<file path="src/source/cam_defines.svh">
`ifndef CAM_DEFINES_SVH
`define CAM_DEFINES_SVH

// sensor clock is 74.25 MHz
`define CAM_TICKS_PER_MS    32'd74250

`define CAM_PWUP_MS         100
`define CAM_INIT_MS         150
`define CAM_SRST_WAIT_MS    8'd10

`define CAM_SYS_CLK_ADDR    16'h3103
`define CAM_SYS_CLK_DATA    8'h11
`define CAM_SRST_ADDR       16'h3008
`define CAM_SRST_DATA       8'h82
`define CAM_DELAY_MARK      16'hffff

`define CAM_CSR_SLAVE_ADDR  8'h04
`define CAM_CSR_SLAVE_DATA  32'h0000_0001
`define CAM_CSR_PHY_ADDR    8'h08
`define CAM_CSR_PHY_DATA    32'h0000_003c

`endif

</file>
<file path="src/source/cam_pwup_pkg.sv">
`include "cam_defines.svh"

package cam_pwup_pkg;

typedef enum logic [3:0] {
  PWR_DOWN,
  SET_SLAVE,
  SYS_CLK,
  SOFT_RST,
  SRST_WAIT,
  CFG_INIT,
  CMD_DELAY,
  SET_MODE,
  RUN_PHY,
  RUN
} seq_state_e;

typedef struct packed {
  logic [15:0] addr;
  logic [7:0]  data;
} cam_wr_t;

typedef struct packed {
  logic [15:0] mark;  // CAM_DELAY_MARK
  logic [7:0]  ms;
} cam_dly_t;

// a table entry is either a register write or a delay request
typedef union packed {
  cam_wr_t  wr;
  cam_dly_t dly;
} cam_cmd_u;

localparam int INIT_OPS = 8;
localparam int MODE_OPS = 5;

localparam cam_cmd_u INIT_TABLE [INIT_OPS] = '{
  24'h3034_18,                 // mipi 8 bit
  24'h3035_11,
  24'h3036_54,                 // pll multiplier
  24'h3037_13,
  {`CAM_DELAY_MARK, 8'd3},     // let the pll settle
  24'h3108_01,
  24'h3630_36,
  24'h3631_0e
};

localparam cam_cmd_u MODE_TABLE [MODE_OPS] = '{
  24'h3808_07,                 // width 1920
  24'h3809_80,
  24'h380a_04,                 // height 1080
  24'h380b_38,
  24'h4300_30                  // yuv422
};

endpackage

</file>
<file path="src/source/cam_delay_timer.sv">
`timescale 1ns/1ps
`include "cam_defines.svh"

module cam_delay_timer #(
  parameter int TICKS_PER_MS = `CAM_TICKS_PER_MS
)(
  input  logic       clk_i,
  input  logic       rst_i,
  input  logic       restart_i,
  input  logic       wait_start_i,
  input  logic [7:0] wait_ms_i,
  output logic       pwup_o,
  output logic       init_ok_o,
  output logic       wait_done_o
);

localparam logic [31:0] PWUP_TICKS = 32'( `CAM_PWUP_MS * TICKS_PER_MS );
localparam logic [31:0] INIT_TICKS = 32'( `CAM_INIT_MS * TICKS_PER_MS );
localparam logic [31:0] MS_LAST    = 32'( TICKS_PER_MS - 1 );

logic [31:0] pwup_cnt;
logic [31:0] pre_cnt;
logic [7:0]  ms_cnt;
logic        busy;

////////////////////////////////////////////////////////////
// power-up counter, saturates at init time

always_ff @( posedge clk_i, posedge rst_i )
  if( rst_i )
    pwup_cnt <= '0;
  else if( restart_i )
    pwup_cnt <= '0;
  else if( pwup_cnt != INIT_TICKS )
    pwup_cnt <= pwup_cnt + 1'b1;

assign pwup_o    = pwup_cnt >= PWUP_TICKS;
assign init_ok_o = pwup_cnt == INIT_TICKS;

////////////////////////////////////////////////////////////
// millisecond waits

always_ff @( posedge clk_i, posedge rst_i )
  if( rst_i )
    begin
      busy        <= 1'b0;
      pre_cnt     <= '0;
      ms_cnt      <= '0;
      wait_done_o <= 1'b0;
    end
  else
    begin
      wait_done_o <= 1'b0;
      if( restart_i )
        busy <= 1'b0;
      else if( wait_start_i )
        begin
          busy    <= 1'b1;
          pre_cnt <= MS_LAST;
          ms_cnt  <= wait_ms_i;
        end
      else if( busy )
        begin
          if( pre_cnt != '0 )
            pre_cnt <= pre_cnt - 1'b1;
          else
            begin
              pre_cnt <= MS_LAST;                // one ms elapsed
              ms_cnt  <= ms_cnt - 1'b1;
              if( ms_cnt == 8'd1 )
                begin
                  busy        <= 1'b0;
                  wait_done_o <= 1'b1;
                end
            end
        end
    end

a_no_start_busy: assert property ( @( posedge clk_i ) disable iff ( rst_i )
  wait_start_i |-> !busy );

endmodule

</file>
<file path="src/source/cam_cmd_rom.sv">
`timescale 1ns/1ps

module cam_cmd_rom
  import cam_pwup_pkg::*;
(
  input  logic     clk_i,
  input  logic     rst_i,
  input  logic     restart_i,
  input  logic     next_i,
  input  logic     mode_sel_i,
  output cam_cmd_u cmd_o,
  output logic     last_o
);

localparam int INIT_W = $clog2( INIT_OPS );
localparam int MODE_W = $clog2( MODE_OPS );

logic [INIT_W-1:0] init_idx;
logic [MODE_W-1:0] mode_idx;

always_ff @( posedge clk_i, posedge rst_i )
  if( rst_i )
    begin
      init_idx <= '0;
      mode_idx <= '0;
    end
  else if( restart_i )
    begin
      init_idx <= '0;
      mode_idx <= '0;
    end
  else if( next_i )
    begin
      if( mode_sel_i )
        mode_idx <= mode_idx + 1'b1;
      else
        init_idx <= init_idx + 1'b1;
    end

assign cmd_o  = mode_sel_i ? MODE_TABLE[mode_idx] : INIT_TABLE[init_idx];
assign last_o = mode_sel_i ? ( mode_idx == MODE_W'( MODE_OPS - 1 ) ) :
                             ( init_idx == INIT_W'( INIT_OPS - 1 ) );

// sequencer must leave the table on the last entry
a_no_next_last: assert property ( @( posedge clk_i ) disable iff ( rst_i )
  next_i |-> !last_o );

endmodule

</file>
<file path="src/source/cam_reg_write_port.sv">
`timescale 1ns/1ps

module cam_reg_write_port #(
  parameter int ADDR_W = 16,
  parameter int DATA_W = 8
)(
  input  logic              clk_i,
  input  logic              rst_i,
  input  logic              start_i,
  input  logic [ADDR_W-1:0] addr_i,
  input  logic [DATA_W-1:0] data_i,
  input  logic              ack_i,
  output logic [ADDR_W-1:0] addr_o,
  output logic [DATA_W-1:0] data_o,
  output logic              wr_o,
  output logic              done_o
);

// held steady for the whole request
always_ff @( posedge clk_i )
  if( start_i )
    begin
      addr_o <= addr_i;
      data_o <= data_i;
    end

always_ff @( posedge clk_i, posedge rst_i )
  if( rst_i )
    begin
      wr_o   <= 1'b0;
      done_o <= 1'b0;
    end
  else
    begin
      done_o <= wr_o && ack_i;             // one cycle after ack
      if( start_i )
        wr_o <= 1'b1;
      else if( ack_i )
        wr_o <= 1'b0;
    end

// the sequencer waits for done before the next write
a_no_start_busy: assert property ( @( posedge clk_i ) disable iff ( rst_i )
  start_i |-> !wr_o );

endmodule

</file>
<file path="src/source/cam_seq_fsm.sv">
`timescale 1ns/1ps
`include "cam_defines.svh"

module cam_seq_fsm
  import cam_pwup_pkg::*;
(
  input  logic        clk_i,
  input  logic        rst_i,
  input  logic        cam_rst_stb_i,
  input  logic        init_ok_i,
  input  logic        wait_done_i,
  input  cam_cmd_u    cmd_i,
  input  logic        last_i,
  input  logic        sccb_done_i,
  input  logic        csr_done_i,
  output logic        restart_o,
  output logic        wait_start_o,
  output logic [7:0]  wait_ms_o,
  output logic        next_o,
  output logic        mode_sel_o,
  output logic        sccb_start_o,
  output logic [15:0] sccb_addr_o,
  output logic [7:0]  sccb_data_o,
  output logic        csr_start_o,
  output logic [7:0]  csr_addr_o,
  output logic [31:0] csr_data_o,
  output logic        init_done_o
);

seq_state_e state;
seq_state_e next_state;
logic       issued;     // request of this step is out
logic       is_delay;

assign is_delay = cmd_i.dly.mark == `CAM_DELAY_MARK;

always_ff @( posedge clk_i, posedge rst_i )
  if( rst_i )
    state <= PWR_DOWN;
  else
    state <= next_state;

always_comb
  begin
    next_state = state;
    case( state )
      PWR_DOWN:
        if( init_ok_i )
          next_state = SET_SLAVE;
      SET_SLAVE:
        if( csr_done_i )
          next_state = SYS_CLK;
      SYS_CLK:
        if( sccb_done_i )
          next_state = SOFT_RST;
      SOFT_RST:
        if( sccb_done_i )
          next_state = SRST_WAIT;
      SRST_WAIT:
        if( wait_done_i )
          next_state = CFG_INIT;
      CFG_INIT:
        if( !issued && is_delay )
          next_state = CMD_DELAY;            // no write for a marker
        else if( sccb_done_i && last_i )
          next_state = SET_MODE;
      CMD_DELAY:
        if( wait_done_i )
          next_state = last_i ? SET_MODE : CFG_INIT;
      SET_MODE:
        if( sccb_done_i && last_i )
          next_state = RUN_PHY;
      RUN_PHY:
        if( csr_done_i )
          next_state = RUN;
      RUN:
        if( cam_rst_stb_i )
          next_state = PWR_DOWN;
      default:
        next_state = PWR_DOWN;
    endcase
  end

always_ff @( posedge clk_i, posedge rst_i )
  if( rst_i )
    issued <= 1'b0;
  else if( sccb_done_i || csr_done_i || wait_done_i )
    issued <= 1'b0;
  else if( sccb_start_o || csr_start_o || wait_start_o )
    issued <= 1'b1;

////////////////////////////////////////////////////////////
// requests

assign sccb_start_o = !issued && ( state == SYS_CLK || state == SOFT_RST ||
                                   state == SET_MODE || ( state == CFG_INIT && !is_delay ) );
assign csr_start_o  = !issued && ( state == SET_SLAVE || state == RUN_PHY );
assign wait_start_o = !issued && ( state == SRST_WAIT || state == CMD_DELAY );
assign wait_ms_o    = ( state == CMD_DELAY ) ? cmd_i.dly.ms : `CAM_SRST_WAIT_MS;

assign next_o = !last_i && ( ( sccb_done_i && ( state == CFG_INIT || state == SET_MODE ) ) ||
                             ( wait_done_i && state == CMD_DELAY ) );

always_comb
  case( state )
    SYS_CLK:
      begin
        sccb_addr_o = `CAM_SYS_CLK_ADDR;
        sccb_data_o = `CAM_SYS_CLK_DATA;
      end
    SOFT_RST:
      begin
        sccb_addr_o = `CAM_SRST_ADDR;
        sccb_data_o = `CAM_SRST_DATA;
      end
    default:
      begin
        sccb_addr_o = cmd_i.wr.addr;         // init or mode table
        sccb_data_o = cmd_i.wr.data;
      end
  endcase

assign csr_addr_o  = ( state == RUN_PHY ) ? `CAM_CSR_PHY_ADDR : `CAM_CSR_SLAVE_ADDR;
assign csr_data_o  = ( state == RUN_PHY ) ? `CAM_CSR_PHY_DATA : `CAM_CSR_SLAVE_DATA;

assign mode_sel_o  = state == SET_MODE;
assign restart_o   = state == RUN && cam_rst_stb_i;   // strobe ignored elsewhere
assign init_done_o = state == RUN;

endmodule

</file>
<file path="src/source/cam_pwup_top.sv">
`timescale 1ns/1ps
`include "cam_defines.svh"

module cam_pwup_top
  import cam_pwup_pkg::*;
#(
  parameter int TICKS_PER_MS = `CAM_TICKS_PER_MS
)(
  input  logic        clk_i,
  input  logic        rst_i,
  input  logic        cam_rst_stb_i,
  output logic        cam_pwup_o,
  output logic        init_done_o,
  output logic [15:0] sccb_addr_o,
  output logic [7:0]  sccb_data_o,
  output logic        sccb_wr_o,
  input  logic        sccb_ack_i,
  output logic [7:0]  csr_addr_o,
  output logic [31:0] csr_data_o,
  output logic        csr_wr_o,
  input  logic        csr_ack_i
);

logic        restart;
logic        init_ok;
logic        wait_start;
logic [7:0]  wait_ms;
logic        wait_done;
logic        cmd_next;
logic        mode_sel;
logic        cmd_last;
cam_cmd_u    cmd;
logic        sccb_start;
logic [15:0] sccb_addr;
logic [7:0]  sccb_data;
logic        sccb_done;
logic        csr_start;
logic [7:0]  csr_addr;
logic [31:0] csr_data;
logic        csr_done;

cam_seq_fsm seq_fsm (
  .clk_i         ( clk_i         ),
  .rst_i         ( rst_i         ),
  .cam_rst_stb_i ( cam_rst_stb_i ),
  .init_ok_i     ( init_ok       ),
  .wait_done_i   ( wait_done     ),
  .cmd_i         ( cmd           ),
  .last_i        ( cmd_last      ),
  .sccb_done_i   ( sccb_done     ),
  .csr_done_i    ( csr_done      ),
  .restart_o     ( restart       ),
  .wait_start_o  ( wait_start    ),
  .wait_ms_o     ( wait_ms       ),
  .next_o        ( cmd_next      ),
  .mode_sel_o    ( mode_sel      ),
  .sccb_start_o  ( sccb_start    ),
  .sccb_addr_o   ( sccb_addr     ),
  .sccb_data_o   ( sccb_data     ),
  .csr_start_o   ( csr_start     ),
  .csr_addr_o    ( csr_addr      ),
  .csr_data_o    ( csr_data      ),
  .init_done_o   ( init_done_o   )
);

cam_delay_timer #(
  .TICKS_PER_MS  ( TICKS_PER_MS  )
) delay_timer (
  .clk_i         ( clk_i         ),
  .rst_i         ( rst_i         ),
  .restart_i     ( restart       ),
  .wait_start_i  ( wait_start    ),
  .wait_ms_i     ( wait_ms       ),
  .pwup_o        ( cam_pwup_o    ),
  .init_ok_o     ( init_ok       ),
  .wait_done_o   ( wait_done     )
);

cam_cmd_rom cmd_rom (
  .clk_i         ( clk_i         ),
  .rst_i         ( rst_i         ),
  .restart_i     ( restart       ),
  .next_i        ( cmd_next      ),
  .mode_sel_i    ( mode_sel      ),
  .cmd_o         ( cmd           ),
  .last_o        ( cmd_last      )
);

// sensor register port
cam_reg_write_port #(
  .ADDR_W        ( 16            ),
  .DATA_W        ( 8             )
) sccb_port (
  .clk_i         ( clk_i         ),
  .rst_i         ( rst_i         ),
  .start_i       ( sccb_start    ),
  .addr_i        ( sccb_addr     ),
  .data_i        ( sccb_data     ),
  .ack_i         ( sccb_ack_i    ),
  .addr_o        ( sccb_addr_o   ),
  .data_o        ( sccb_data_o   ),
  .wr_o          ( sccb_wr_o     ),
  .done_o        ( sccb_done     )
);

// receiver csr port
cam_reg_write_port #(
  .ADDR_W        ( 8             ),
  .DATA_W        ( 32            )
) csr_port (
  .clk_i         ( clk_i         ),
  .rst_i         ( rst_i         ),
  .start_i       ( csr_start     ),
  .addr_i        ( csr_addr      ),
  .data_i        ( csr_data      ),
  .ack_i         ( csr_ack_i     ),
  .addr_o        ( csr_addr_o    ),
  .data_o        ( csr_data_o    ),
  .wr_o          ( csr_wr_o      ),
  .done_o        ( csr_done      )
);

endmodule

</file>
<file path="config.mk">
export PLATFORM = sky130hd
export DESIGN_NAME = cam_pwup_top
export DESIGN_NICKNAME = d
export VERILOG_FILES = /design/src/source/cam_pwup_pkg.sv /design/src/source/cam_delay_timer.sv /design/src/source/cam_cmd_rom.sv /design/src/source/cam_reg_write_port.sv /design/src/source/cam_seq_fsm.sv /design/src/source/cam_pwup_top.sv
export VERILOG_INCLUDE_DIRS = /design/src /design/src/source
export SDC_FILE = /design/constraint.sdc
export NUM_CORES = 1
export LEC_CHECK = 0
export ABC_AREA = 1
export BUFFER_PORTS_ARGS = -buffer_cell sky130_fd_sc_hd__buf_2
export CAP_MARGIN = 30
export CORE_MARGIN = 1
export CORE_UTILIZATION = 55
export CTS_CLUSTER_SIZE = 28
export DETAILED_ROUTE_END_ITERATION = 6
export HOLD_SLACK_MARGIN = 0.06
export PLACE_DENSITY = 0.72
export SYNTH_ARGS = -nofsm -noshare
export SYNTH_HDL_FRONTEND = slang
export SYNTH_SLANG_ARGS = --single-unit
</file>
<file path="constraint.sdc">
create_clock -name clk_i -period 4.1 [get_ports clk_i]
set_input_delay 0.82 -clock clk_i [delete_from_list [all_inputs] [get_ports clk_i]]
set_output_delay 0.82 -clock clk_i [all_outputs]
set_load 0.02 [all_outputs]
</file>
==> summary.txt <==
Outcome
  – Outcome: finished clean

STA
  – Final period demand of the worst path: 2.74 ns
  – Transition time at the pin with the least slew margin: 0.771 ns
  – Final count of hold timing violations: 0
  – Worst slew margin relative to its limit: 48.4%
  – RSZ-0062 raised after global routing: no
  – Post-route fraction of the period consumed by the critical path: 66.7%
  – Slew Viols, Final: 0
  – Clock tree skew after final layout: 0.00881 ns
  – Achievable clock frequency: 365 MHz
  – Number of failing setup endpoints in the final timing report: 0
  – Final-layout setup total negative slack: 0 ns

Yosys
  – Cell types with the highest counts after synthesis: 203 x sky130_fd_sc_hd__nand2_1, 167 x sky130_fd_sc_hd__nor2_1, 104 x sky130_fd_sc_hd__inv_1
  – Main flop type after synthesis: sky130_fd_sc_hd__dfrtp_1
  – Synthesized instance count: 907
  – Synth cell types: 46
  – Flop and latch count out of synthesis: 111
  – Share of the synthesized area in the top cell type: 32.6%
  – Area of the mapped netlist: 6830 µm²
  – Async SR Flop Fraction: 80.2%
  – Count of yosys warnings during synthesis: 0
  – Area contributors post-synth: sky130_fd_sc_hd__dfrtp_1 33%, sky130_fd_sc_hd__nand2_1 11%, sky130_fd_sc_hd__edfxtp_1 9.7%, sky130_fd_sc_hd__nor2_1 9.2%, sky130_fd_sc_hd__inv_1 5.7%
  – Seq/Total Area, Yosys: 42.3%
  – Count leader, synth: sky130_fd_sc_hd__nand2_1
  – Mean instance size in the synthesized netlist: 7.53 µm²
  – Number of synthesized flops with an enable pin: 22
  – Cell type contributing the most total cell area after synthesis: sky130_fd_sc_hd__dfrtp_1

Die
  – Die Ht: 113 µm
  – Number of core rows: 40
  – Effective utilization at floorplan: 56.7%
  – IO Count: 73
  – Area of the die: 12900 µm²
  – Core Region: 12100 µm²
  – Die width: 113 µm

Worst setup path
  – Required time at the endpoint of the critical path: 3.28 ns
  – Critical path's slowest cell: sky130_fd_sc_hd__dfrtp_1
  – R2R Path End: sccb_port.addr_o[1]
  – Capturing element type of the critical path: output pin
  – Cell-by-cell trace of the critical path: or3_1 -> or3_1 -> o21ai_0 -> buf_2
  – Worst Path Class, Setup: flip-flop to output pin
  – Critical-path maximum fanout: 9
  – Nature of the critical path startpoint: flip-flop
  – Worst Reg-to-Reg Cells: 10
  – Worst flop-to-flop path startpoint: seq_fsm.state[2]
  – Arrival time at the worst endpoint: 1.92 ns
  – Dominant cell type by count on the critical path: sky130_fd_sc_hd__or3_1
  – Largest stage delay on the critical path: 0.47 ns
  – Reg2reg setup slack: 1.69 ns

Run
  – Max-cap check violation count: 0

Power
  – Leakage power summed over all cells: 3.63 nW
  – Worst supply voltage drop on vdd: 200 µV
  – Design Power: 0.00206 W
  – PD cells: 282 nW/µm²

Worst hold path
  – Worst min-delay path category: flip-flop to flip-flop
  – Endpoint of the worst hold path: sccb_port.done_o
  – Worst Min Path Start: sccb_port.wr_o
  – Worst Hold Depth: 2

Cells and area
  – Total inserted antenna cells: 0
  – Share of post-route cells with drive strength above 1: 9.54%
  – Area growth syn-to-layout: 6.59%
  – Post-layout utilization of the core: 60.4%
  – Number of filler cells placed in the layout: 1141
  – Final-stage net count: 959

Clock network
  – Total setup buffers inserted after CTS: 0
  – Inserted Clock Buffers: 9
  – Master cell of the clock root buffer: sky130_fd_sc_hd__clkbuf_16
  – CTS Hold Bufs: 0
  – CTS tree: built
  – Clock latency of the later-clocked register in the worst-skew pair: 0.37 ns
  – Resized cells post-CTS: 0
  – Count of clock tree sinks: 111
  – H-Tree Level Count: 3
  – Clock edge transition at the registers on the reported setup and hold paths: 0.08 ns
  – CTS max path bufs: 2

Route
  – DRC viols: 0
  – Via density per instance: 5.04
  – Post-DR wirelength/cell: 12.6 µm
  – DRT Wirelength: 14000 µm
  – Length of the first detailed-routing pass in iterations: 6
  – Final antenna-violating net count: 0
  – Starting DRC count in detailed routing: 438
  – Total number of vias: 5598

Global route
  – Largest net degree at the start of global routing: 46
  – Number of antenna violations at the first check in global routing: 0
  – Wire length of the first global-routing pass: 24200 µm
  – Via count of the first global-routing pass: 5139
  – Global route total overflow: 0
  – Global-route usage over all layers: 23.8%

Place
  – Number of I/O port buffers: 39
  – Final estimated routing congestion in global placement: 1.04
  – HPWL after DPL: 10400 µm
==> worst max-delay path by stage <==
stage,startpoint,to,slack [ns]
after CTS,delay_timer.pwup_cnt[23],cam_pwup_o,1.37
after global routing,delay_timer.pwup_cnt[23],cam_pwup_o,1.28
after detailed placement,seq_fsm.state[2],sccb_port.data_o[6],1.71
final,delay_timer.pwup_cnt[23],cam_pwup_o,1.36
after global placement,seq_fsm.state[2],sccb_port.data_o[2],1.76
after floorplan,rst_i,cmd_rom.init_idx[0],0.97
==> cell usage in the layout, fill, tap and decap left out, drive strengths merged, types with 2 or more instances in the layout <==
cell type,instances
edfxtp,22
a31oi,3
o21ai,47
nor3b,3
nand2,214
a22oi,2
or2,4
clkbuf,12
a21oi,21
inv,110
nand3b,2
dfrtp,89
clkinv,2
xnor2,6
or3,2
nor3,36
and2,2
o31ai,2
buf,42
o22ai,3
nor2,177
ha,16
nand4,13
conb,33
xor2,18
nand3,54
==> layout make-up <==
cell class | instances | area, µm² | area share, %
clock buffers | 12 | 268 | 3.68
clock inverters | 4 | 35.0 | 0.481
inverters | 108 | 407 | 5.58
multi-input cells | 666 | 3260 | 44.7
flip-flops and latches | 111 | 2890 | 39.6
well taps | 168 | 210 | 2.89
repair buffers | 42 | 218 | 2.99
==> power by group <==
group | internal, W | switching (W)
clock | 0.000474 | 0.000415
combinational | 0.00000281 | 0.0000449
sequential | 0.00112 | 0.000000000000000000156
==> worst max-delay path: cells and delay by family, from the launching register on <==
family                 cells  cell delay, ns
AO/OA/AOI/OAI              1            0.17
buffers and inverters      1            0.19
flip-flops                 1            0.47
AND/OR/NAND/NOR            2            0.73
==> flip-flops by register name (all words and copies together) (netlist names) <==
signal,count
cmd_rom.init_idx,3
cmd_rom.mode_idx,3
csr_port.addr_o,1
csr_port.data_o,1
csr_port.done_o,1
csr_port.wr_o,1
delay_timer.busy,1
delay_timer.ms_cnt,8
delay_timer.pre_cnt,32
delay_timer.pwup_cnt,32
delay_timer.wait_done_o,1
sccb_port.addr_o,12
sccb_port.data_o,8
sccb_port.done_o,1
sccb_port.wr_o,1
seq_fsm.issued,1
seq_fsm.state,4
==> metal layers <==
| layer | up-vias | GRT usage (%) | routed length, µm |
|---|---|---|---|
| li1 | 2876 | - | - |
| met1 | 2533 | 33.5 | 6660 |
| met5 | - | 0 | 0 |
| met4 | 0 | 6.67 | 216 |
| met3 | 17 | 5.31 | 778 |
| met2 | 172 | 37.0 | 6370 |
==> metrics by stage <==
step           setup WS [ns]  hold WS (ns)  instance area [µm²]  std cells
2_1_floorplan          0.973         0.456                 6950        939
3_3_place_gp            1.76         0.475                 6980       1095
3_5_place_dp            1.71         0.481                 6980       1095
4_1_cts                 1.37         0.496                 7280       1111
5_1_grt                 1.28         0.525                 7280       1111
6_report                1.36         0.495                 7280       1111
==> kinds of logic (layout without fill, tap and decap cells) <==
logic type / count (synthesis) / in the layout / synth area share (%)
adders and majority gates: 16 / 16 / 2.93
buffers and inverters: 162 / 166 / 11.8
DFF: 111 / 111 / 42.3
AOI/OAI and AO/OA: 84 / 84 / 6.90
other: 1 / 33 / 0.0549
and+or+nand+nor: 509 / 509 / 33.0
xor gates and xnor gates: 24 / 24 / 3.08
Note: power is estimated with default switching activity, not from simulation.
